### src/char_draw_pkg.sv
package char_draw_pkg;

    // Bitmap geometry
    localparam int GLYPH_COLS = 5;
    localparam int GLYPH_ROWS = 9;

    // Box adds one margin cell on the left and on top
    localparam int BOX_COLS = GLYPH_COLS + 1;
    localparam int BOX_ROWS = GLYPH_ROWS + 1;

    typedef logic [9:0]  pixel_x_t;      // Pixel column
    typedef logic [8:0]  pixel_y_t;      // Pixel row
    typedef logic [18:0] vga_addr_t;     // Frame-buffer word address
    typedef logic [7:0]  color_id_t;     // Palette index
    typedef logic [7:0]  char_code_t;
    typedef logic [3:0]  glyph_size_t;   // Scale minus one

    // Bit 4 is the leftmost column
    typedef logic [GLYPH_COLS-1:0] glyph_row_t;

    // Row 0 sits in the top bits
    typedef logic [GLYPH_ROWS*GLYPH_COLS-1:0] glyph_bitmap_t;

    typedef enum logic [1:0] {
        MODE_PLACE    = 2'd0,   // Code and origin only
        MODE_STYLE    = 2'd1,   // Colors and size, then draw
        MODE_FULL     = 2'd2,
        MODE_FULL_ALT = 2'd3
    } cmd_mode_e;

endpackage

### src/pixel_writer.sv
`timescale 1ns/1ps

module pixel_writer #(
    parameter int SCREEN_W = 640
) (
    input  logic                     clk,
    input  logic                     rst,
    input  char_draw_pkg::pixel_x_t  scan_x,
    input  char_draw_pkg::pixel_y_t  scan_y,
    input  logic                     scan_wren,
    input  logic                     fg_hit,
    input  char_draw_pkg::color_id_t fg_color,
    input  char_draw_pkg::color_id_t bg_color,
    input  logic                     done,
    output char_draw_pkg::vga_addr_t oaddr,
    output char_draw_pkg::color_id_t odata,
    output logic                     owren,
    output logic                     odone
);
    import char_draw_pkg::*;

    vga_addr_t addr;

    assign addr = vga_addr_t'(scan_y) * vga_addr_t'(SCREEN_W) + vga_addr_t'(scan_x);

    always_ff @(posedge clk) begin
        if (rst) begin
            oaddr <= '0;
            odata <= '0;
            owren <= 1'b0;
            odone <= 1'b0;
        end else begin
            oaddr <= scan_wren ? addr : '0;                           // Bus idles at zero
            odata <= scan_wren ? (fg_hit ? fg_color : bg_color) : '0;
            owren <= scan_wren;
            odone <= done;                                            // Stays aligned with data
        end
    end

endmodule

### config.mk
export PLATFORM = sky130hd
export DESIGN_NAME = pixel_writer
export DESIGN_NICKNAME = d
export VERILOG_FILES = /design/src/char_draw_pkg.sv /design/src/pixel_writer.sv
export SDC_FILE = /design/constraint.sdc
export NUM_CORES = 1
export LEC_CHECK = 0
export BUFFER_PORTS_ARGS = -buffer_cell sky130_fd_sc_hd__buf_2
export CORE_AREA = 4 4 62 64
export CTS_CLUSTER_DIAMETER = 120
export CTS_CLUSTER_SIZE = 12
export DETAILED_ROUTE_END_ITERATION = 16
export DIE_AREA = 0 0 66 68
export PLACE_DENSITY_LB_ADDON = 0.12
export SETUP_SLACK_MARGIN = 0.5
export SLEW_MARGIN = 10
export SYNTH_ARGS = -nofsm -noshare
export SYNTH_HDL_FRONTEND = slang
export SYNTH_SLANG_ARGS = --single-unit
### constraint.sdc
create_clock -name clk -period 5.14 [get_ports clk]
set_input_delay 0 -clock clk [delete_from_list [all_inputs] [get_ports clk]]
set_output_delay 0 -clock clk [all_outputs]
set_load 0.01 [all_outputs]
# --- Word level (Yosys, flattened, before mapping) ---
# Cells that the tools add are included.
op_classes:
  addsub: 1
  n_mul: 1
  n_mux: 1
  bitwise_logic: 1
  n_reduce_logical: 1
op_table:
  columns: ["cell", "count"]
  rows:
  - ["19-bit by 10-bit adder with 19-bit output", 1]
  - ["9-bit by 3-bit multiplier with 12-bit output, second input constant", 1]
  - ["8-bit two-way mux", 1]
  - ["2-bit OR reduction", 1]
  - ["1-bit NOT", 1]
word_totals:
  reg_bits: 29
  input_bits: 40
  output_inout_bits: 29
  elab_cells: 9

# --- Longest topological paths before layout ---
logic_depth:
  ltp_word: 2
  mapped_depth: 9
  depth_no_buf: 9

# --- Least setup slack after synthesis ---
# Ideal clock, no wire load.
synth_timing:
  path_type: "input -> register"
  start: "in scan_y[1]"
  end: "reg oaddr[17]"
  setup_time_ps: 120
  t_arrival_ps: 2226
  required_time_ps: 5020
  path_slack_ps: 2794
  stages: 9
  path_buffers: 0
  path_cell_list: "ha_1 > ha_1 > fa_1 > a211o_1 > a311oi_2 > o221ai_2 > nor4b_2 > nand3_1 > nor3b_2"
synth_via:
  elab_chain_len: 2
synth_lines:
  columns: ["element", "line", "text"]
  rows:
  - ["start, declared", "pixel_writer.sv:9", "input char_draw_pkg::pixel_y_t scan_y,"]
  - ["9-bit by 3-bit multiplier with 12-bit output", "pixel_writer.sv:24", "assign addr = vga_addr_t'(scan_y) * vga_addr_t'(SCREEN_W) + vga_addr_t'(scan_x);"]
  - ["19-bit by 10-bit adder with 19-bit output", "pixel_writer.sv:24", null]
  - ["end signal, assigned", "pixel_writer.sv:33", "oaddr <= scan_wren ? addr : '0;"]
  - ["end, declared", "pixel_writer.sv:15", "output char_draw_pkg::vga_addr_t oaddr,"]
# No other way between the ends.
# A chain may end at the register's enable or synchronous reset.

# --- Worst setup path after layout ---
layout_timing:
  start: "in scan_y[1]"
  end: "reg oaddr[18]"
# Same word-level chain as after synthesis.

==> metrics <==
IO Port Bufs=68; synth warn=0; Fmax achieved=0.424 GHz; Core ar.=3280 um^2; vias in the first global route=1453; CTS Buf Count=5; Seq/Total Area, Yosys=37.8%; library cells used by synthesis=42; Pleak=1.11 nW; Final nets=311; layout cells sized above 1=34.0%; Total GRT Usage=18.7%; initial antenna violation count=0; Slew @ Worst Pin=0.615 ns; worst path required time=5.40 ns; Setup crit start kind=input pin; hold_buf cts=26; drt wl/cell=13.5 um; DP HPWL=2750 um; CTS tree=built; unrepaired setup endpoints after global routing=no; DRT iter0 DRCs=61; Tot Pwr=0.549 mW; hold_ws=0.0373 ns; MaxCap Viol Count=0; share of the synthesized area in the top cell type=37.8%; Peak VDD IR=0.0971 mV; Synth top cells by count=dfxtp_1 (29), nor2_1 (22), ha_1 (17), and2_1 (8), mux2i_1 (8); Sink Count=29; outcome=complete, no violations; WL final=4050 um; die area=4490 um^2; setup bufs post-CTS=0; Hold Crit Class=input pin to register; min Tclk post-route=2.36 ns; CP arrival=2.62 ns; crit-path cells=buf_2 > ha_1 > ha_1 > fa_1 > a211o_1 > and3_2 > or2_4 > nand4bb_4 > nor4b_1 > a31o_1; period utilization=45.9%; largest net degree at the start of global routing=21; first-pass GRT wire length=6380 um; Filler cells=265; Critical Path Fanout Max=4; ys flop type=dfxtp_1; Layout area overhead=44.6%; Clock Pin Slew Worst Setup and Hold Paths=0.08 ns; Resized Gates After CTS=0; Die Ht=68 um; Vias per Instance=4.83; kind of critical path=input pin to register; Final Hold Viols=0; clk buf depth=2; GR Overflow Total=0; # diodes=0; Netlist Area Pre-Place=1540 um^2; syn nets=213; Site Rows=21; most frequent cell after synthesis=dfxtp_1; Rel. slew slack=58.9%; Synth area leader=dfxtp_1; initial core utilization=46.8%; root buffer cell=clkbuf_4; Crit path top cell by count=ha_1; DRT Pass-1 Iters=4; power per cell area=247 nW/um^2; Crit path largest cell delay=0.42 ns; Vias=1444; post-synthesis cell count=154; Antenna Nets Post-Route=0; GP Congestion=0.802; Async SR Flop Fraction=0%; Finish-stage setup viols=0; synth top area cells=dfxtp_1 (38%), ha_1 (14%), nor2_1 (5.4%); Total Neg Setup Slack=0 ns; slowest CP cell=fa_1; CP endpoint kind=register; synthesized area per cell=9.99 um^2; post-synthesis register bit count=29; io pins=69; # DRC=0; Die W=66 um; Post-synth EDFFs=0; Max H-tree Level=2; Max Slew Vio Count=0
==> path summary, 6_finish.rpt <==
check	startpoint	endpoint	slack, ns	cells past startpoint
setup / recovery	scan_y[1]	oaddr[18]$_SDFF_PP0_	2.78	10
hold / removal	scan_x[7]	oaddr[7]$_SDFF_PP0_	0.04	3
==> registers in the layout, indices dropped and copies added, names as in the netlist <==
signal and flops:
odone 1, oaddr 19, owren 1, odata 8
==> where the power goes <==
| part | internal (mW) | total [mW] | switching, mW | leakage, nW |
|---|---|---|---|---|
| Combinational | 0.0927 | 0.183 | 0.0903 | 0.849 |
| Clock | 0.0544 | 0.125 | 0.0701 | 0.0265 |
| Sequential | 0.238 | 0.241 | 0.00315 | 0.238 |
| Total | 0.385 | 0.549 | 0.164 | 1.11 |
==> final cells by class <==
class	instances	area, um^2	share of cell area (%)
Tap cell	46	57.6	2.59
Timing Repair Buffer	94	601	27.0
Inverter	5	18.8	0.844
Multi-Input combinational cell	117	917	41.2
Clock buffer	8	48.8	2.19
Sequential cell	29	581	26.1
==> critical path: cells and delay by family <==
kind                     cells  cell delay (ns)
AND/OR/NAND/NOR              4             1.03
adder cells (fa/ha/maj)      3             0.97
buffers and inverters        1             0.11
AO/OA/AOI/OAI                2             0.50
==> cells by family (layout without fill, tap and decap cells) <==
family / count (synthesis) / in the layout / share of synthesized area [%]
AO/OA/AOI/OAI: 24 / 24 / 11.0
XOR/XNOR: 8 / 8 / 4.56
adder cells (fa/ha/maj): 19 / 19 / 16.4
buffers and inverters: 8 / 107 / 2.60
flip-flops: 29 / 29 / 37.8
multiplexers: 8 / 8 / 5.21
AND/OR/NAND/NOR: 58 / 58 / 22.5
==> metal layers <==
layer | up-vias | track usage (%) | wire length [um]
met4 | 0 | 6.85 | 85
met5 | - | 0 | 0
li1 | 729 | - | -
met3 | 9 | 4.60 | 274
met2 | 55 | 36.4 | 2120
met1 | 651 | 19.2 | 1570
==> metrics by stage <==
step	utilization [%]	setup WS [ns]	std cells	instance area (um^2)
after floorplan	-	2.79	154	1540
after detailed placement	58.3	2.45	265	1910
final	67.7	2.78	299	2220
after CTS	67.7	2.79	299	2220
after global placement	58.3	2.56	265	1910
after global routing	67.7	2.72	299	2220
==> placed cells by master, fill, tap and decap left out, types with 4 or more instances in the layout <==
cell and instances:
a21oi_1 7, o21ai_0 5, mux2i_1 8, and2_1 8, nor2_1 22, ha_1 17
buf_2 68, inv_1 4, dfxtp_1 29, dlygate4sd3_1 26, nand2_1 4, nand3_1 4
clkbuf_4 5, xnor2_1 5
Power figures use the tool's default switching activity.
