**src/char_draw_pkg.sv**
```systemverilog
package char_draw_pkg;

    // Bitmap geometry
    localparam int GLYPH_COLS = 5;
    localparam int GLYPH_ROWS = 9;

    // Box adds one margin cell on the left and on top
    localparam int BOX_COLS = GLYPH_COLS + 1;
    localparam int BOX_ROWS = GLYPH_ROWS + 1;

    typedef logic [9:0]  pixel_x_t;      // Pixel column
    typedef logic [8:0]  pixel_y_t;      // Pixel row
    typedef logic [18:0] vga_addr_t;     // Frame-buffer word address
    typedef logic [7:0]  color_id_t;     // Palette index
    typedef logic [7:0]  char_code_t;
    typedef logic [3:0]  glyph_size_t;   // Scale minus one

    // Bit 4 is the leftmost column
    typedef logic [GLYPH_COLS-1:0] glyph_row_t;

    // Row 0 sits in the top bits
    typedef logic [GLYPH_ROWS*GLYPH_COLS-1:0] glyph_bitmap_t;

    typedef enum logic [1:0] {
        MODE_PLACE    = 2'd0,   // Code and origin only
        MODE_STYLE    = 2'd1,   // Colors and size, then draw
        MODE_FULL     = 2'd2,
        MODE_FULL_ALT = 2'd3
    } cmd_mode_e;

endpackage

```
**src/draw_cmd_regs.sv**
```systemverilog
`timescale 1ns/1ps

module draw_cmd_regs (
    input  logic                       clk,
    input  logic                       rst,
    input  char_draw_pkg::pixel_x_t    x,
    input  char_draw_pkg::pixel_y_t    y,
    input  char_draw_pkg::char_code_t  code,
    input  char_draw_pkg::glyph_size_t size,
    input  logic [1:0]                 mode,
    input  char_draw_pkg::color_id_t   idata_fg,
    input  char_draw_pkg::color_id_t   idata_bg,
    input  logic                       idata_vld,
    input  logic                       busy,
    output char_draw_pkg::pixel_x_t    origin_x,
    output char_draw_pkg::pixel_y_t    origin_y,
    output char_draw_pkg::char_code_t  char_code,
    output char_draw_pkg::glyph_size_t glyph_size,
    output char_draw_pkg::color_id_t   fg_color,
    output char_draw_pkg::color_id_t   bg_color,
    output logic                       start
);
    import char_draw_pkg::*;

    cmd_mode_e cmd_mode;
    logic      accept;

    assign cmd_mode = cmd_mode_e'(mode);
    assign accept   = idata_vld && !busy && !start;   // Scanner not yet busy on the start cycle

    always_ff @(posedge clk) begin
        if (rst) begin
            origin_x   <= '0;
            origin_y   <= '0;
            char_code  <= '0;
            glyph_size <= '0;
            fg_color   <= '0;
            bg_color   <= '0;
            start      <= 1'b0;
        end else begin
            start <= accept && (cmd_mode != MODE_PLACE);
            if (accept) begin
                case (cmd_mode)
                    MODE_PLACE: begin
                        char_code <= code;
                        origin_x  <= x;
                        origin_y  <= y;
                    end
                    MODE_STYLE: begin
                        glyph_size <= size;
                        fg_color   <= idata_fg;
                        bg_color   <= idata_bg;
                    end
                    MODE_FULL, MODE_FULL_ALT: begin
                        char_code  <= code;
                        origin_x   <= x;
                        origin_y   <= y;
                        glyph_size <= size;
                        fg_color   <= idata_fg;
                        bg_color   <= idata_bg;
                    end
                endcase
            end
        end
    end

endmodule

```
**config.mk**
```make
export PLATFORM = sky130hd
export DESIGN_NAME = draw_cmd_regs
export DESIGN_NICKNAME = d
export VERILOG_FILES = /design/src/char_draw_pkg.sv /design/src/draw_cmd_regs.sv
export SDC_FILE = /design/constraint.sdc
export NUM_CORES = 1
export LEC_CHECK = 0
export BUFFER_PORTS_ARGS = -buffer_cell sky130_fd_sc_hd__clkbuf_2
export CAP_MARGIN = 20
export CORE_ASPECT_RATIO = 0.8
export CORE_MARGIN = 2
export CORE_UTILIZATION = 48
export CTS_BUF_LIST = sky130_fd_sc_hd__clkbuf_4 sky130_fd_sc_hd__clkbuf_8
export DETAILED_ROUTE_END_ITERATION = 12
export PLACE_DENSITY = 0.8
export SLEW_MARGIN = 20
export SYNTH_ARGS = -nofsm -noshare
export SYNTH_HDL_FRONTEND = slang
export SYNTH_SLANG_ARGS = --single-unit
```
**constraint.sdc**
```tcl
create_clock -name clk -period 1.6 [get_ports clk]
set_input_delay 0.16 -clock clk [delete_from_list [all_inputs] [get_ports clk]]
set_output_delay 0.16 -clock clk [all_outputs]
set_load 0.1 [all_outputs]
```
## After elaboration in Yosys (flattened, before gate mapping)

Cells that the tools add are included.

| word-level totals | value |
|---|---|
| register bits | 48 |
| bits of input ports | 53 |
| output and inout bits | 48 |
| word-level logic and storage cells | 21 |

| operators by class | value |
|---|---|
| equal/unequal tests | 3 |
| reduce and logical (&&, ||, !) cells | 11 |

Operators by type and width:

| cell | count |
|---|---|
| $reduce_or A3 Y1 | 2 |
| $eq A2 B2 Y1 const B | 2 |
| $reduce_and A2 Y1 | 2 |
| $logic_and A1 B1 Y1 | 3 |
| $eq A2 B1 Y1 const B | 1 |
| $logic_not A1 Y1 | 2 |
| $logic_not A2 Y1 | 1 |
| $reduce_bool A2 Y1 | 1 |

## Longest topological paths before layout

| depth | value |
|---|---|
| word-level depth | 4 |
| mapped depth | 5 |
| mapped depth without buffers | 3 |

## Worst setup path before layout

Ideal clock, no wire load.

| timing path | value |
|---|---|
| path type | reg-to-reg |
| start | register start |
| end | register char_code[0] |
| setup time | 121 ps |
| data arrival time | 1619 ps |
| data required time | 1479 ps |
| path slack | -140 ps |
| stages on the path, launching flop included | 6 |
| clock period less this slack | 1740 ps |
| path through | dfxtp_1 > nor3b_2 > a21boi_2 > buf_6 > buf_12 > mux2i_1 |

| on the way | value |
|---|---|
| cells in the longest elaborated chain, start to end | 3 |

RTL lines:

| element | line | source |
|---|---|---|
| start: declaration | draw_cmd_regs.sv:21 | `output logic start` |
| start signal: assignment | draw_cmd_regs.sv:41 | `start <= accept && (cmd_mode != MODE_PLACE);` |
| $logic_not A1 Y1 | draw_cmd_regs.sv:29 | `assign accept = idata_vld && !busy && !start;` |
| $logic_and A1 B1 Y1 | draw_cmd_regs.sv:29 |  |
| $reduce_and A2 Y1 (no line) | - |  |
| end signal: assignment | draw_cmd_regs.sv:45 | `char_code <= code;` |
| end signal: assignment | draw_cmd_regs.sv:55 | `char_code <= code;` |
| end: declaration | draw_cmd_regs.sv:17 | `output char_draw_pkg::char_code_t char_code,` |

Every way passes these cells.
A chain may end at the register's enable or synchronous reset.

## Worst setup path in the final report

| timing path | value |
|---|---|
| start | register start |
| end | register origin_x[1] |

| on the way | value |
|---|---|
| cells in the longest elaborated chain, start to end | 3 |

RTL lines:

| element | line | source |
|---|---|---|
| $logic_not A1 Y1 | draw_cmd_regs.sv:29 |  |
| $logic_and A1 B1 Y1 | draw_cmd_regs.sv:29 |  |
| $reduce_and A2 Y1 (no line) | - |  |
| end signal: assignment | draw_cmd_regs.sv:33 | `origin_x <= '0;` |
| end signal: assignment | draw_cmd_regs.sv:46 | `origin_x <= x;` |
| end signal: assignment | draw_cmd_regs.sv:56 | `origin_x <= x;` |
| end: declaration | draw_cmd_regs.sv:15 | `output char_draw_pkg::pixel_x_t origin_x,` |

Every way passes these cells.

==> results.py <==
metrics = {
    "cells_and_area": {
        "final_nets": 359,
        "area_growth_pct": 29.9,
        "postLayoutCellArea_um2": 2810,
        "n_antenna_cell": 0,
        "drive_above_1_share": 0.378,
        "finalNonFillerCells": 364,
        "fin_util": 0.661,
    },
    "setup_path": {
        "start_kind": "flip-flop",
        "slowest_delay_ns": 0.38,
        "critical-path-slowest-cell": "a21boi_4",
        "end_kind": "flip-flop",
        "r2r-end": "origin_x[1]",
        "critical_path.cell_chain": "nor3b_2 -> a21boi_4 -> buf_12 -> mux2i_1",
        "regToRegSetupSlack_ns": 0.24,
        "crit_fanout": 13,
        "crit_family": "compound AO/OA/AOI/OAI gates",
        "r2r_cells": 4,
        "required_ns": 1.81,
        "r2r_start": "start",
        "worstPathArrival_ns": 1.57,
        "crit_start": "start",
        "worstSetupPathType": "flip-flop to flip-flop",
        "cp_num_buf_inv": 1,
    },
    "placed_design": {
        "dpl-instance-area_um2": 2720,
        "dp.cells": 356,
        "port_buffers": 100,
        "pre_cts_slack_ns": 0.243,
        "hpwl_um": 3130,
        "gp_congestion": 0.719,
    },
    "die": {
        "dieArea_um2": 5070,
        "fp-row-count": 21,
        "initial_core_util": 0.509,
        "die_x_um": 79.1,
        "io-pin-count": 101,
        "design.core.area_um2": 4260,
        "chipHeight_um": 64.1,
    },
    "detailed_routing": {
        "dr_wl_met3_um": 297,
        "viasPerCell": 4.59,
        "antenna_left": 0,
        "wl_met2_um": 1990,
        "route.detailed.drc": 0,
        "dr.pass1.iters": 4,
        "routed-via-count": 1670,
        "drt_iter0_drc": 28,
        "top_layer": "met4",
        "wl_per_cell_um": 11.5,
        "m1WireLength_um": 1880,
        "drt_wl_total_um": 4190,
    },
    "min_path": {
        "hp-start": "idata_fg[1]",
        "hold_path_end": "fg_color[1]",
        "whs_path_depth": 3,
        "hold_path.class": "input port to flip-flop",
    },
    "clock_network": {
        "post_cts.repair.setup_buffers": 0,
        "cts_num_sinks": 48,
        "cts_tree": "yes",
        "cts_made_buffers": 5,
        "clkLatencyLatePin_ns": 0.29,
        "cts_hold_buf": 0,
        "root_buffer": "clkbuf_8",
        "clockBufferDepth": 2,
        "post_cts_resized": 0,
        "clk_pin_slew_worst_paths_ns": 0.08,
        "htreeDepth": 2,
    },
    "global_route": {
        "antenna_found_initial": 0,
        "grt_remaining_overflow": 0,
        "grt_pass1_wl_um": 7070,
        "grtUsageTotal": 0.175,
        "grt_pass1_vias": 1618,
        "grt_max_degree": 96,
    },
    "sta": {
        "fin_crit_sh": 0.848,
        "tns_ns": 0,
        "finalSetupViolations": 0,
        "finalMaxSlewViolations": 0,
        "finalWorstSetupSlack_ns": 0.244,
        "fin_worst_skew_ns": 0.00756,
        "relSlewSlack": 0.628,
        "period_minus_slack_ns": 1.36,
        "timing.fmax_mhz": 737,
        "hold_viol_final": 0,
        "rsz0062_at_grt": "no",
        "worstMarginPinSlew_ns": 0.561,
    },
    "yosys": {
        "ys_top_cells_by_area": "dfxtp_1 (44%), nand2b_1 (27%), mux2i_1 (22%)",
        "synth_flop_cell": "dfxtp_1",
        "synth_most_common_cell": "nand2b_1",
        "avgSynthCellArea_um2": 10.4,
        "ys_seq_elements": 48,
        "synth_area_um2": 2170,
        "synth_cell_type_count": 13,
        "synth_nets": 262,
        "synth_top_area_share": 0.444,
        "ys_top_cells_by_count": "nand2b_1 (94), dfxtp_1 (48), mux2i_1 (47)",
        "yosysTopAreaCell": "dfxtp_1",
        "synth.yosys.seq_area_share": 0.444,
        "post_synth_inst_count": 209,
        "synth_edf_count": 0,
        "ys.warnings.count": 0,
        "synthArstFlopShare": 0,
    },
    "power": {
        "seqPwrFrac": 0.465,
        "power.switching_uw": 923,
        "pwr_density_cell_nw_per_um2": 979,
        "p_leak_uw": 0.00126,
        "netSwitchingFraction": 0.335,
        "ir_drop_mv": 0.493,
        "p_comb_frac": 0.264,
        "pwr-share-clk": 0.272,
        "intPower_uw": 1830,
    },
    "outcome": {
        "status": "complete, no violations",
    },
    "job": {
        "max-cap-violations": 0,
    },
}
## worst max-delay path by stage
| stage | end | slack (ns) | depth (start not counted) |
|---|---|---|---|
| after global routing | char_code[2] | 0.09 | 4 |
| after global placement | origin_y[0] | 0.30 | 4 |
| after CTS | origin_x[1] | 0.22 | 4 |
| final | origin_x[1] | 0.24 | 4 |
| after floorplan | char_code[0] | 0.18 | 5 |
| after detailed placement | origin_x[1] | 0.24 | 4 |
## power by group through the flow
stage	Sequential, uW	Clock, uW	Combinational (uW)
after detailed placement	1310	0	731
after CTS	1280	775	732
final	1280	748	726
after global routing	1290	836	762
after floorplan	1700	0	186
after global placement	1310	0	725
## kinds of logic after synthesis
group,count (synthesis),synth area share
AND/OR/NAND/NOR,96,0.280
flip-flops,48,0.444
multiplexers,47,0.217
buffers and inverters,16,0.0503
AO/OA/AOI/OAI,2,0.00867
## worst register-to-register path, cell delays in order, from the launching register on
cell      delay, ns
dfxtp_2        0.33
nor3b_2        0.18
a21boi_4       0.38
buf_12         0.21
mux2i_1        0.19
## area by class of cell
cell class	instances	area, um^2
clock buffers	8	97.6
fillers	370	1440
inverters	1	3.75
multi-input cells	145	1100
flip-flops and latches	48	962
well taps	57	71.3
repair buffers	105	576
## layout by cell type (no fill, tap or decap)
cell type and instances:
clkbuf_2 100, nand2b_1 94, mux2i_1 47, dfxtp_1 47
clkbuf_8 6, buf_12 3, clkbuf_4 2, buf_4 2
inv_1 1, nor3b_2 1, a21boi_4 1, o21a_1 1
nor2b_1 1, dfxtp_2 1
## per-layer routing
layer	vias up	track usage
met1	749	0.213
met4	0	0.0582
met3	2	0.0508
met2	56	0.298
li1	863	-
met5	-	0
## sequential cells by signal (all words and copies together), names as in the netlist
| name | flops |
|---|---|
| bg_color | 8 |
| char_code | 8 |
| fg_color | 8 |
| glyph_size | 4 |
| origin_x | 10 |
| origin_y | 9 |
| start | 1 |
## per-stage QoR
stage | power [uW] | hold slack (ns)
after floorplan | 1890 | 0.315
after global placement | 2030 | 0.405
after detailed placement | 2040 | 0.412
after CTS | 2790 | 0.0953
after global routing | 2880 | 0.0924
final | 2750 | 0.102
Note: power is estimated with default switching activity, not from simulation.
