**config.mk**
```make
export PLATFORM = sky130hd
export DESIGN_NAME = char_scanner
export DESIGN_NICKNAME = d
export VERILOG_FILES = /design/src/char_draw_pkg.sv /design/src/char_scanner.sv
export SDC_FILE = /design/constraint.sdc
export NUM_CORES = 1
export LEC_CHECK = 0
export ABC_AREA = 1
export BUFFER_PORTS_ARGS = -buffer_cell sky130_fd_sc_hd__buf_2
export CORE_MARGIN = 2
export CORE_UTILIZATION = 25
export CTS_BUF_LIST = sky130_fd_sc_hd__clkbuf_16
export DETAILED_ROUTE_END_ITERATION = 10
export GPL_TIMING_DRIVEN = 0
export SLEW_MARGIN = 20
export SYNTH_ARGS = -nofsm -noshare
export SYNTH_HDL_FRONTEND = slang
export SYNTH_SLANG_ARGS = --single-unit
```
**constraint.sdc**
```tcl
create_clock -name clk -period 4.7 [get_ports clk]
set_clock_uncertainty 0.2 [all_clocks]
set_input_delay 0.47 -clock clk [delete_from_list [all_inputs] [get_ports clk]]
set_output_delay 0.47 -clock clk [all_outputs]
set_load 0.02 [all_outputs]
```
**src/char_draw_pkg.sv**
```systemverilog
package char_draw_pkg;

    // Bitmap geometry
    localparam int GLYPH_COLS = 5;
    localparam int GLYPH_ROWS = 9;

    // Box adds one margin cell on the left and on top
    localparam int BOX_COLS = GLYPH_COLS + 1;
    localparam int BOX_ROWS = GLYPH_ROWS + 1;

    typedef logic [9:0]  pixel_x_t;      // Pixel column
    typedef logic [8:0]  pixel_y_t;      // Pixel row
    typedef logic [18:0] vga_addr_t;     // Frame-buffer word address
    typedef logic [7:0]  color_id_t;     // Palette index
    typedef logic [7:0]  char_code_t;
    typedef logic [3:0]  glyph_size_t;   // Scale minus one

    // Bit 4 is the leftmost column
    typedef logic [GLYPH_COLS-1:0] glyph_row_t;

    // Row 0 sits in the top bits
    typedef logic [GLYPH_ROWS*GLYPH_COLS-1:0] glyph_bitmap_t;

    typedef enum logic [1:0] {
        MODE_PLACE    = 2'd0,   // Code and origin only
        MODE_STYLE    = 2'd1,   // Colors and size, then draw
        MODE_FULL     = 2'd2,
        MODE_FULL_ALT = 2'd3
    } cmd_mode_e;

endpackage

```
**src/char_scanner.sv**
```systemverilog
`timescale 1ns/1ps

module char_scanner #(
    parameter int SCREEN_W = 640,
    parameter int SCREEN_H = 480
) (
    input  logic                       clk,
    input  logic                       rst,
    input  logic                       start,
    input  char_draw_pkg::pixel_x_t    origin_x,
    input  char_draw_pkg::pixel_y_t    origin_y,
    input  char_draw_pkg::glyph_size_t glyph_size,
    output char_draw_pkg::pixel_x_t    scan_x,
    output char_draw_pkg::pixel_y_t    scan_y,
    output logic                       scan_wren,
    output logic                       busy,
    output logic                       done
);
    import char_draw_pkg::*;

    localparam int XW = $clog2(SCREEN_W);
    localparam int YW = $clog2(SCREEN_H);

    typedef logic [XW-1:0] corner_x_t;
    typedef logic [YW-1:0] corner_y_t;

    typedef enum logic [1:0] {
        IDLE,
        SETUP,    // Bitmap and cell edges settle
        SCAN,
        FINISH
    } state_e;

    state_e    state;
    logic [4:0] scale;
    pixel_x_t  box_w;
    pixel_y_t  box_h;
    corner_x_t x1;
    corner_y_t y1;
    logic      row_end;
    logic      box_end;

    assign scale   = {1'b0, glyph_size} + 5'd1;
    assign box_w   = pixel_x_t'(BOX_COLS) * pixel_x_t'(scale);
    assign box_h   = pixel_y_t'(BOX_ROWS) * pixel_y_t'(scale);
    assign row_end = scan_x == pixel_x_t'(x1);
    assign box_end = row_end && (scan_y == pixel_y_t'(y1));

    always_ff @(posedge clk) begin
        if (rst) begin
            state <= IDLE;
        end else begin
            case (state)
                IDLE: begin
                    if (start) begin
                        state <= SETUP;
                    end
                end
                SETUP: state <= SCAN;
                SCAN: begin
                    if (box_end) begin
                        state <= FINISH;
                    end
                end
                FINISH: state <= IDLE;
            endcase
        end
    end

    always_ff @(posedge clk) begin
        if (state == IDLE && start) begin
            scan_x <= origin_x;
            scan_y <= origin_y;
            x1     <= corner_x_t'(origin_x + box_w - pixel_x_t'(1));
            y1     <= corner_y_t'(origin_y + box_h - pixel_y_t'(1));
        end else if (state == SCAN) begin
            if (row_end) begin
                scan_x <= origin_x;                // Wrap to next row
                scan_y <= scan_y + pixel_y_t'(1);
            end else begin
                scan_x <= scan_x + pixel_x_t'(1);
            end
        end
    end

    assign scan_wren = state == SCAN;
    assign busy      = state != IDLE;
    assign done      = state == FINISH;

endmodule

```
[Yosys cells after proc, flatten, opt, wreduce, memory -nomap -nowiden]
Index checks and enable logic that the tools add are counted.
Widths: inputs -> output; s select.
Storage, ports and cells
  flip-flop bits (word level): 40
  latch bits: 0
  memory bits (writable): 0
  bits of input ports: 26
  memories: 0
  ROM bits: 0
Operators by class
  shifts and indexed selects: 0
  div/mod/pow operators: 0
  eq/ne operators: 7
  magnitude comparators: 0
  reductions and logical operators: 8
  mux-type cells: 9
  add/sub/neg operators: 7
  multiply operators: 2
  bitwise gates (word level): 0
Operators by type and width (count)
  $mux 10: 3
  $mux 9: 3
  $add 10x1->10 const B: 1
  $add 10x8->10: 1
  $eq 10x10->1: 1
  $sub 10x1->10 const B: 1
  $add 9x1->9 const B: 1
  $add 9x9->9: 1
  $eq 9x9->1: 1
  $sub 9x1->9 const B: 1
  $mul 3x5->8 const A: 1
  $pmux 2 s4: 1
  $mul 2x5->7 const A: 1
  $reduce_bool 2->1: 3
  $add 4x1->5 const B: 1
  $eq 2x2->1 const B: 2
  $mux 2: 2
  $reduce_and 2->1: 2
  $eq 2x1->1 const B: 1
  $logic_and 1x1->1: 2
  $logic_not 2->1: 1
  $ne 2x1->1 const B: 1
  $ne 2x2->1 const B: 1

[Longest topological paths before layout]
Gate-level depths: netlist of the first run.
  depth after elaboration: 4
  gate-level depth with buffers: 21
  mapped depth without buffers: 21

[Worst setup path after synthesis of the first run]
OpenSTA, ideal clock, no wires.
  path type: input to register
  from: input port glyph_size[0]
  to: register x1[9] (data pin)
  arrival: 3.290 ns
  library setup time: 0.252 ns
  path slack: 0.958 ns
  stages: 20
  cells stage by stage: ha_1 nand2_1 inv_1 nor2_1 ha_1 a21o_1 a21oi_1 inv_1 a21oi_1 xor2_1 ha_1 inv_1 ha_1 a21o_1 a21oi_1 nor2_1 o21ai_0 nand2_1 nand2_1 nand2_1
On the way
  longest elaborated chain between the ends: 4
RTL lines
  from (decl): RTL line char_scanner.sv:12  | input char_draw_pkg::glyph_size_t glyph_size,
  $add 4x1->5: RTL line char_scanner.sv:43  | assign scale = {1'b0, glyph_size} + 5'd1;
  $mul 2x5->7: RTL line char_scanner.sv:44  | assign box_w = pixel_x_t'(BOX_COLS) * pixel_x_t'(scale);
  $add 10x8->10: RTL line char_scanner.sv:74  | x1 <= corner_x_t'(origin_x + box_w - pixel_x_t'(1));
  $sub 10x1->10: RTL line char_scanner.sv:74
  to (signal assigned): RTL line char_scanner.sv:74
  to (decl): RTL line char_scanner.sv:38  | corner_x_t x1;
Every way passes these cells.
A chain may end at the register's enable or synchronous reset.

[Worst setup path in the final report of the first run]
Same ends and word-level chain as after synthesis.

==> impl_metrics.csv, run 1 <==
group,metric,value,unit
run_status,outcome,"completed",
timing,setup_viol,0,
cells_and_area,nets,552,
timing,worst_slack,0.712,ns
timing,fmax,251,MHz
critical_path,regToRegStartpoint,"state[0]$_SDFFE_PP0P_",
global_route,grt_pass1_vias,2572,
logic_synthesis,synth-seq-area-share,34.3,%
power,sw_frac_of_total,40.4,%
timing,slew_viol_final,0,
placed_design,dp_slack,0.406,ns
power,p_int,0.00125,W
route,drc,0,
route,wl_met3,358,um
global_route,grt_remaining_overflow,0,
clock_tree,post_cts_buffers,0,
placed_design,gp_congestion,0.892,
timing,max-slew-margin-rel,35.8,%
logic_synthesis,synth_top_family_by_area,"simple AND/OR/NAND/NOR gates",
clock_tree,cts_made_buffers,5,
logic_synthesis,synth_xor_area_share,9.15,%
critical_path,crit_path_start_kind,"primary input",
power,vdd_drop_max,0.147,mV
timing,hold_violations,0,
logic_synthesis,yosysTopAreaCell,"edfxtp_1",
power,pwr-share-comb,47.0,%
placed_design,postPlaceCellArea,3900,um2
logic_synthesis,synth_cells,425,
clock_tree,path_clk_slew,0.06,ns
floorplanning,die_h,121,um
route,drt-vias-per-instance,4.19,
floorplanning,num_rows,42,
logic_synthesis,synthMuxAreaShare,0,%
job,drv_cap,0,
critical_path,startpoint,"glyph_size[0]",
route,wl_met1,3.23,mm
route,detail-route-antenna-nets,0,
logic_synthesis,synth_simple_gate_area_share,18.7,%
clock_tree,cts.htree.levels,2,
logic_synthesis,netlist_area,3450,um2
logic_synthesis,synth_nets,498,
power,pwr-share-clk,18.1,%
critical_path,worstPathMaxFanout,7,
critical_path,cp.required,4.53,ns
logic_synthesis,synth_area_leaders,"edfxtp_1 (33%), ha_1 (16%), inv_1 (10%)",
power,p_leak,2.05,nW
route,highest_layer,"met4",
power,switchingPower,0.000849,W
global_route,grt.total_usage,10.1,%
placed_design,dpl.hpwl,6.04,mm
logic_synthesis,synth_warnings,0,
logic_synthesis,ys_seq_elements,40,
critical_path,worstSetupPathType,"in -> reg",
critical_path,end_kind,"flop",
power,power.total,0.00210,W
floorplanning,start_util,25.8,%
min_path,worstHoldPathType,"in -> reg",
power,power.share.sequential,34.9,%
placed_design,io_buffer_count,47,
global_route,grt_max_degree,28,
power,power_density,516,nW/um2
logic_synthesis,synth-adder-area-share,17.7,%
logic_synthesis,synth_top_area_share,33.1,%
logic_synthesis,postSynthAreaPerCell,8.11,um2
clock_tree,cts-hold-fix-buffers,0,
clock_tree,cts_tree,"done",
timing,final.period_utilization,84.8,%
timing,fin_crit,3.99,ns
route,vias,2750,
cells_and_area,area_delta_synth_final,18.0,%
clock_tree,clk_path_buf_depth,2,
route,wl_met2,3.42,mm
route,routed_wl,7.12,mm
clock_tree,root_buffer,"clkbuf_16",
critical_path,arrival,3.82,ns
route,wl_per_cell,10.8,um
route,drtIter0Drc,150,
route,dr.pass1.iters,4,
timing,worst_pin_slew,0.963,ns
logic_synthesis,synthDistinctLibCells,33,
floorplanning,ios,48,
logic_synthesis,synth_compound_area_share,7.84,%
cells_and_area,drive_above_1_share,14.0,%
floorplanning,dieArea,14700,um2
timing,tns,0,ns
global_route,antenna_found_initial,2,
floorplanning,coreArea,13300,um2
cells_and_area,fin_area,4070,um2
timing,grt_setup_unrepaired,"false",
cells_and_area,fin_util,30.5,%
clock_tree,cts_resized,0,
floorplanning,fp.dieW,121,um
clock_tree,cts.sinks,40,
global_route,grt_pass1_wl,11.7,mm
clock_tree,clock_latency,0.28,ns
min_path,min_from,"rst",
-- path summary, 6_finish.rpt --
check | endpoint | slack (ns) | cells after the start
hold reg to reg | state[0]$_SDFFE_PP0P_ | 0.35 | 2
setup / recovery | x1[9]$_DFFE_PP_ | 0.71 | 20
setup reg to reg | scan_y[1]$_DFFE_PP_ | 2.18 | 6
hold / removal | state[1]$_SDFFE_PP0P_ | 0.24 | 4
-- per-stage QoR --
stage	hold slack [ns]	instances
6_report	0.239	657
5_1_grt	0.270	656
4_1_cts	0.235	656
3_5_place_dp	0.346	648
3_3_place_gp	0.318	648
2_1_floorplan	0.302	425
-- cells in the mapped netlist (all sizes together) --
cell / count
nand3b: 1
nand2: 84
edfxtp: 38
conb: 1
nor2: 40
inv: 97
or2: 3
fa: 3
dfxtp: 2
o211ai: 1
a21o: 2
nand4: 2
nand3: 18
o21ai: 23
clkbuf: 1
xor2: 24
o22ai: 3
bufinv: 1
nor3: 4
a21oi: 19
o31ai: 1
xnor2: 12
ha: 44
buf: 1
-- placed cells by master (no fill, tap or decap), types with 2 or more instances in the layout --
| cell type | synthesis | final |
|---|---|---|
| o21ai_2 | 3 | 3 |
| edfxtp_1 | 38 | 38 |
| a21oi_1 | 19 | 19 |
| o21ai_1 | 4 | 4 |
| xor2_1 | 24 | 24 |
| clkbuf_16 | 0 | 5 |
| xnor2_1 | 12 | 12 |
| nor2_1 | 36 | 36 |
| inv_1 | 95 | 96 |
| nor3_1 | 4 | 4 |
| bufinv_16 | 1 | 2 |
| buf_2 | 0 | 47 |
| nand3_1 | 17 | 17 |
| ha_1 | 44 | 44 |
| o22ai_1 | 3 | 3 |
| a21o_1 | 2 | 2 |
| nand4_1 | 2 | 2 |
| o21ai_0 | 16 | 16 |
| nor2_4 | 3 | 3 |
| nand2_1 | 84 | 84 |
| dfxtp_1 | 2 | 2 |
| fa_1 | 3 | 3 |
-- flip-flops by register name (all words and copies together) (netlist names) --
| register | flops |
|---|---|
| y1 | 9 |
| state | 2 |
| scan_x | 10 |
| x1 | 10 |
| scan_y | 9 |
-- cell type report --
| class | count | area, um2 |
|---|---|---|
| plain buffers | 2 | 23.8 |
| inverters | 98 | 397 |
| fillers | 1429 | 9280 |
| flip-flops and latches | 40 | 1180 |
| clock inverters | 3 | 38.8 |
| diodes | 1 | 2.50 |
| well taps | 176 | 220 |
| multi-input cells | 285 | 1840 |
| clock buffers | 5 | 125 |
| repair buffers | 47 | 235 |
-- logic make-up after synthesis --
family / Yosys count
compound gates: 49
xor+xnor: 36
fa+ha+maj: 47
buf+inv: 100
flops: 40
other cells: 1
simple gates: 152
-- metal layers --
metal	up-vias	global-route usage, %
li1	1455	-
met2	43	17.9
met5	-	0
met1	1244	11.9
met3	8	2.40
met4	0	3.52
-- critical path: stages --
cell,delay (ns)
buf_2,0.21
inv_1,0.10
ha_1,0.40
inv_1,0.09
ha_1,0.28
a21o_1,0.20
a21oi_1,0.24
inv_1,0.07
a21oi_1,0.16
xor2_1,0.09
ha_1,0.29
inv_1,0.04
ha_1,0.34
a21o_1,0.19
a21oi_1,0.18
nor2_1,0.06
o21ai_0,0.21
nand2_1,0.08
nand2_1,0.06
nand2_1,0.05
-- power groups by stage --
stage,Clock [W],Sequential (W),Combinational (W)
2_1_floorplan,0,0.000789,0.000690
3_3_place_gp,0,0.000734,0.000968
3_5_place_dp,0,0.000739,0.000995
4_1_cts,0.000387,0.000734,0.000999
5_1_grt,0.000400,0.000754,0.00113
6_report,0.000380,0.000732,0.000987
Power figures use the tool's default switching activity.
==> run 2, diff against run 1 <==
- clock period: 4.7 -> 3.95 ns (I/O delays scaled with it)
==> run 2 against run 1 <==
Register-to-register slack got worse by 0.75 ns. Final area increased by 0.40%. Sequential power increased by 19%. Critical path depth unchanged. Die area unchanged. Clock power increased by 19%. Non-clock buffer count unchanged. Sequential share of layout area decreased by 0.12 points. Global-route usage about the same. Highest routed layer unchanged. Total power increased by 19%.
==> impl_metrics.csv, run 2 (synthesis results as in run 1) <==
group,metric,value,unit
power,pwr-share-comb,47.1,%
cells_and_area,drive_above_1_share,14.8,%
global_route,grt.total_usage,10.1,%
critical_path,worstPathMaxFanout,7,
critical_path,cp_cell_sequence,"clkbuf_4 -> inv_1 -> ha_2 -> inv_1 -> ha_1 -> a21o_1 -> a21oi_2 -> inv_1 -> a21oi_1 -> xor2_1 -> ha_1 -> inv_1 -> ha_1 -> a21o_1 -> a21oi_1 -> nor2_1 -> o21ai_1 -> nand2_1 -> nand2_1 -> nand2_1",
route,routed_wl,7.13,mm
power,p_leak,2.05,nW
timing,setup_viol,0,
critical_path,endpoint,"x1[9]$_DFFE_PP_",
global_route,antenna_found_initial,2,
floorplanning,num_rows,42,
critical_path,timing.rr.end,"scan_y[2]$_DFFE_PP_",
route,drt-vias-per-instance,4.19,
timing,slew_viol_final,0,
route,detail-route-antenna-nets,0,
critical_path,arrival,3.55,ns
floorplanning,fp.dieW,121,um
critical_path,cp.required,3.78,ns
clock_tree,post_cts_buffers,0,
global_route,grt_remaining_overflow,0,
cells_and_area,layout_commonest_cell,"inv_1",
job,drv_cap,0,
cells_and_area,largest_registers,"scan_x: 10 flops, x1: 10 flops",
timing,fmax,269,MHz
route,drtIter0Drc,134,
cells_and_area,area_delta_synth_final,18.5,%
timing,hold_violations,0,
placed_design,gp_congestion,0.892,
power,switchingPower,0.00101,W
clock_tree,cts-hold-fix-buffers,0,
floorplanning,ios,48,
clock_tree,clk_path_buf_depth,2,
floorplanning,coreArea,13300,um2
timing,final.period_utilization,94.2,%
floorplanning,start_util,25.8,%
clock_tree,cts_resized,1,
critical_path,crit_path_start_kind,"primary input",
critical_path,regToRegStartpoint,"state[0]$_SDFFE_PP0P_",
route,vias,2750,
cells_and_area,final_cell_mix,"inv_1 (96), nand2_1 (84), buf_2 (46)",
clock_tree,clock_latency,0.28,ns
floorplanning,dieArea,14700,um2
critical_path,worstSetupPathType,"in -> reg",
clock_tree,cts_made_buffers,5,
route,drc,0,
global_route,grt_pass1_wl,11.7,mm
route,dr.pass1.iters,4,
run_status,outcome,"completed",
critical_path,regToRegSetupSlack,1.43,ns
timing,fin_crit,3.72,ns
timing,max-slew-margin-rel,35.8,%
power,p_int,0.00149,W
critical_path,end_kind,"flop",
critical_path,startpoint,"glyph_size[0]",
clock_tree,root_buffer,"clkbuf_16",
power,power_density,612,nW/um2
clock_tree,cts.htree.levels,2,
timing,tns,0,ns
global_route,grt_pass1_vias,2573,
clock_tree,path_clk_slew,0.06,ns
power,sw_frac_of_total,40.4,%
floorplanning,die_h,121,um
timing,grt_setup_unrepaired,"false",
global_route,grt_max_degree,28,
timing,worst_pin_slew,0.963,ns
critical_path,cp_slowest_cell,"ha_2",
placed_design,io_buffer_count,47,
critical_path,max_stage_delay,0.39,ns
route,wl_per_cell,10.8,um
clock_tree,cts.sinks,40,
critical_path,crit_top_cell,"inv_1",
critical_path,rr_worst_depth,6,
power,pwr-share-clk,18.1,%
power,power.total,0.00250,W
power,vdd_drop_max,0.176,mV
min_path,worstHoldPathType,"in -> reg",
power,power.share.sequential,34.8,%
placed_design,dpl.hpwl,6.04,mm
cells_and_area,nets,552,
clock_tree,cts_tree,"done",
==> run 2: power by group through the flow <==
stage | Clock [W] | Sequential [W] | Combinational (W)
2_1_floorplan | 0 | 0.000938 | 0.000821
3_3_place_gp | 0 | 0.000873 | 0.00115
3_5_place_dp | 0 | 0.000879 | 0.00118
4_1_cts | 0.000460 | 0.000873 | 0.00119
5_1_grt | 0.000476 | 0.000897 | 0.00135
6_report | 0.000452 | 0.000871 | 0.00118
==> run 2: worst max-delay path, delay by kind of cell <==
family          cells  cell delay, ns
fa+ha+maj           4            1.29
compound gates      6            1.09
xor+xnor            1            0.09
simple gates        4            0.24
buf+inv             5            0.44
==> run 2: routing by layer <==
metal	vias to the layer above	part of all wire (%)	global-route usage [%]
met5	-	0	0
met4	0	1.5	3.52
met3	8	5.1	2.40
met2	44	48	17.9
met1	1245	45	12.0
li1	1453	-	-
==> run 2: cell type report <==
class                   count  area [um2]
fillers                  1428        9260
inverters                  98         397
flip-flops and latches     40        1180
repair buffers             47         238
plain buffers               2        23.8
clock inverters             3        38.8
diodes                      1        2.50
well taps                 176         220
multi-input cells         285        1860
clock buffers               5         125
==> run 2: worst min-delay path by stage <==
stage | start | to | slack (ns) | cells past startpoint
global route | origin_x[0] | x1[0]$_DFFE_PP_ | 0.20 | 2
floorplan | state[1]$_SDFFE_PP0P_ | state[1]$_SDFFE_PP0P_ | 0.30 | 2
finish | rst | state[1]$_SDFFE_PP0P_ | 0.16 | 4
global placement | state[0]$_SDFFE_PP0P_ | state[0]$_SDFFE_PP0P_ | 0.32 | 2
detailed placement | state[0]$_SDFFE_PP0P_ | state[0]$_SDFFE_PP0P_ | 0.35 | 2
CTS | rst | state[1]$_SDFFE_PP0P_ | 0.16 | 4
==> run 2: stage by stage <==
| step | worst slack [ns] | std cells | hold WS [ns] | instance area [um2] | util [%] |
|---|---|---|---|---|---|
| 2_1_floorplan | 0.283 | 425 | 0.302 | 3450 | - |
| 3_3_place_gp | -0.214 | 648 | 0.318 | 3900 | 29.2 |
| 3_5_place_dp | -0.269 | 648 | 0.346 | 3900 | 29.2 |
| 4_1_cts | 0.0338 | 656 | 0.160 | 4070 | 30.5 |
| 5_1_grt | 0.0286 | 656 | 0.195 | 4080 | 30.6 |
| 6_report | 0.228 | 657 | 0.165 | 4080 | 30.6 |
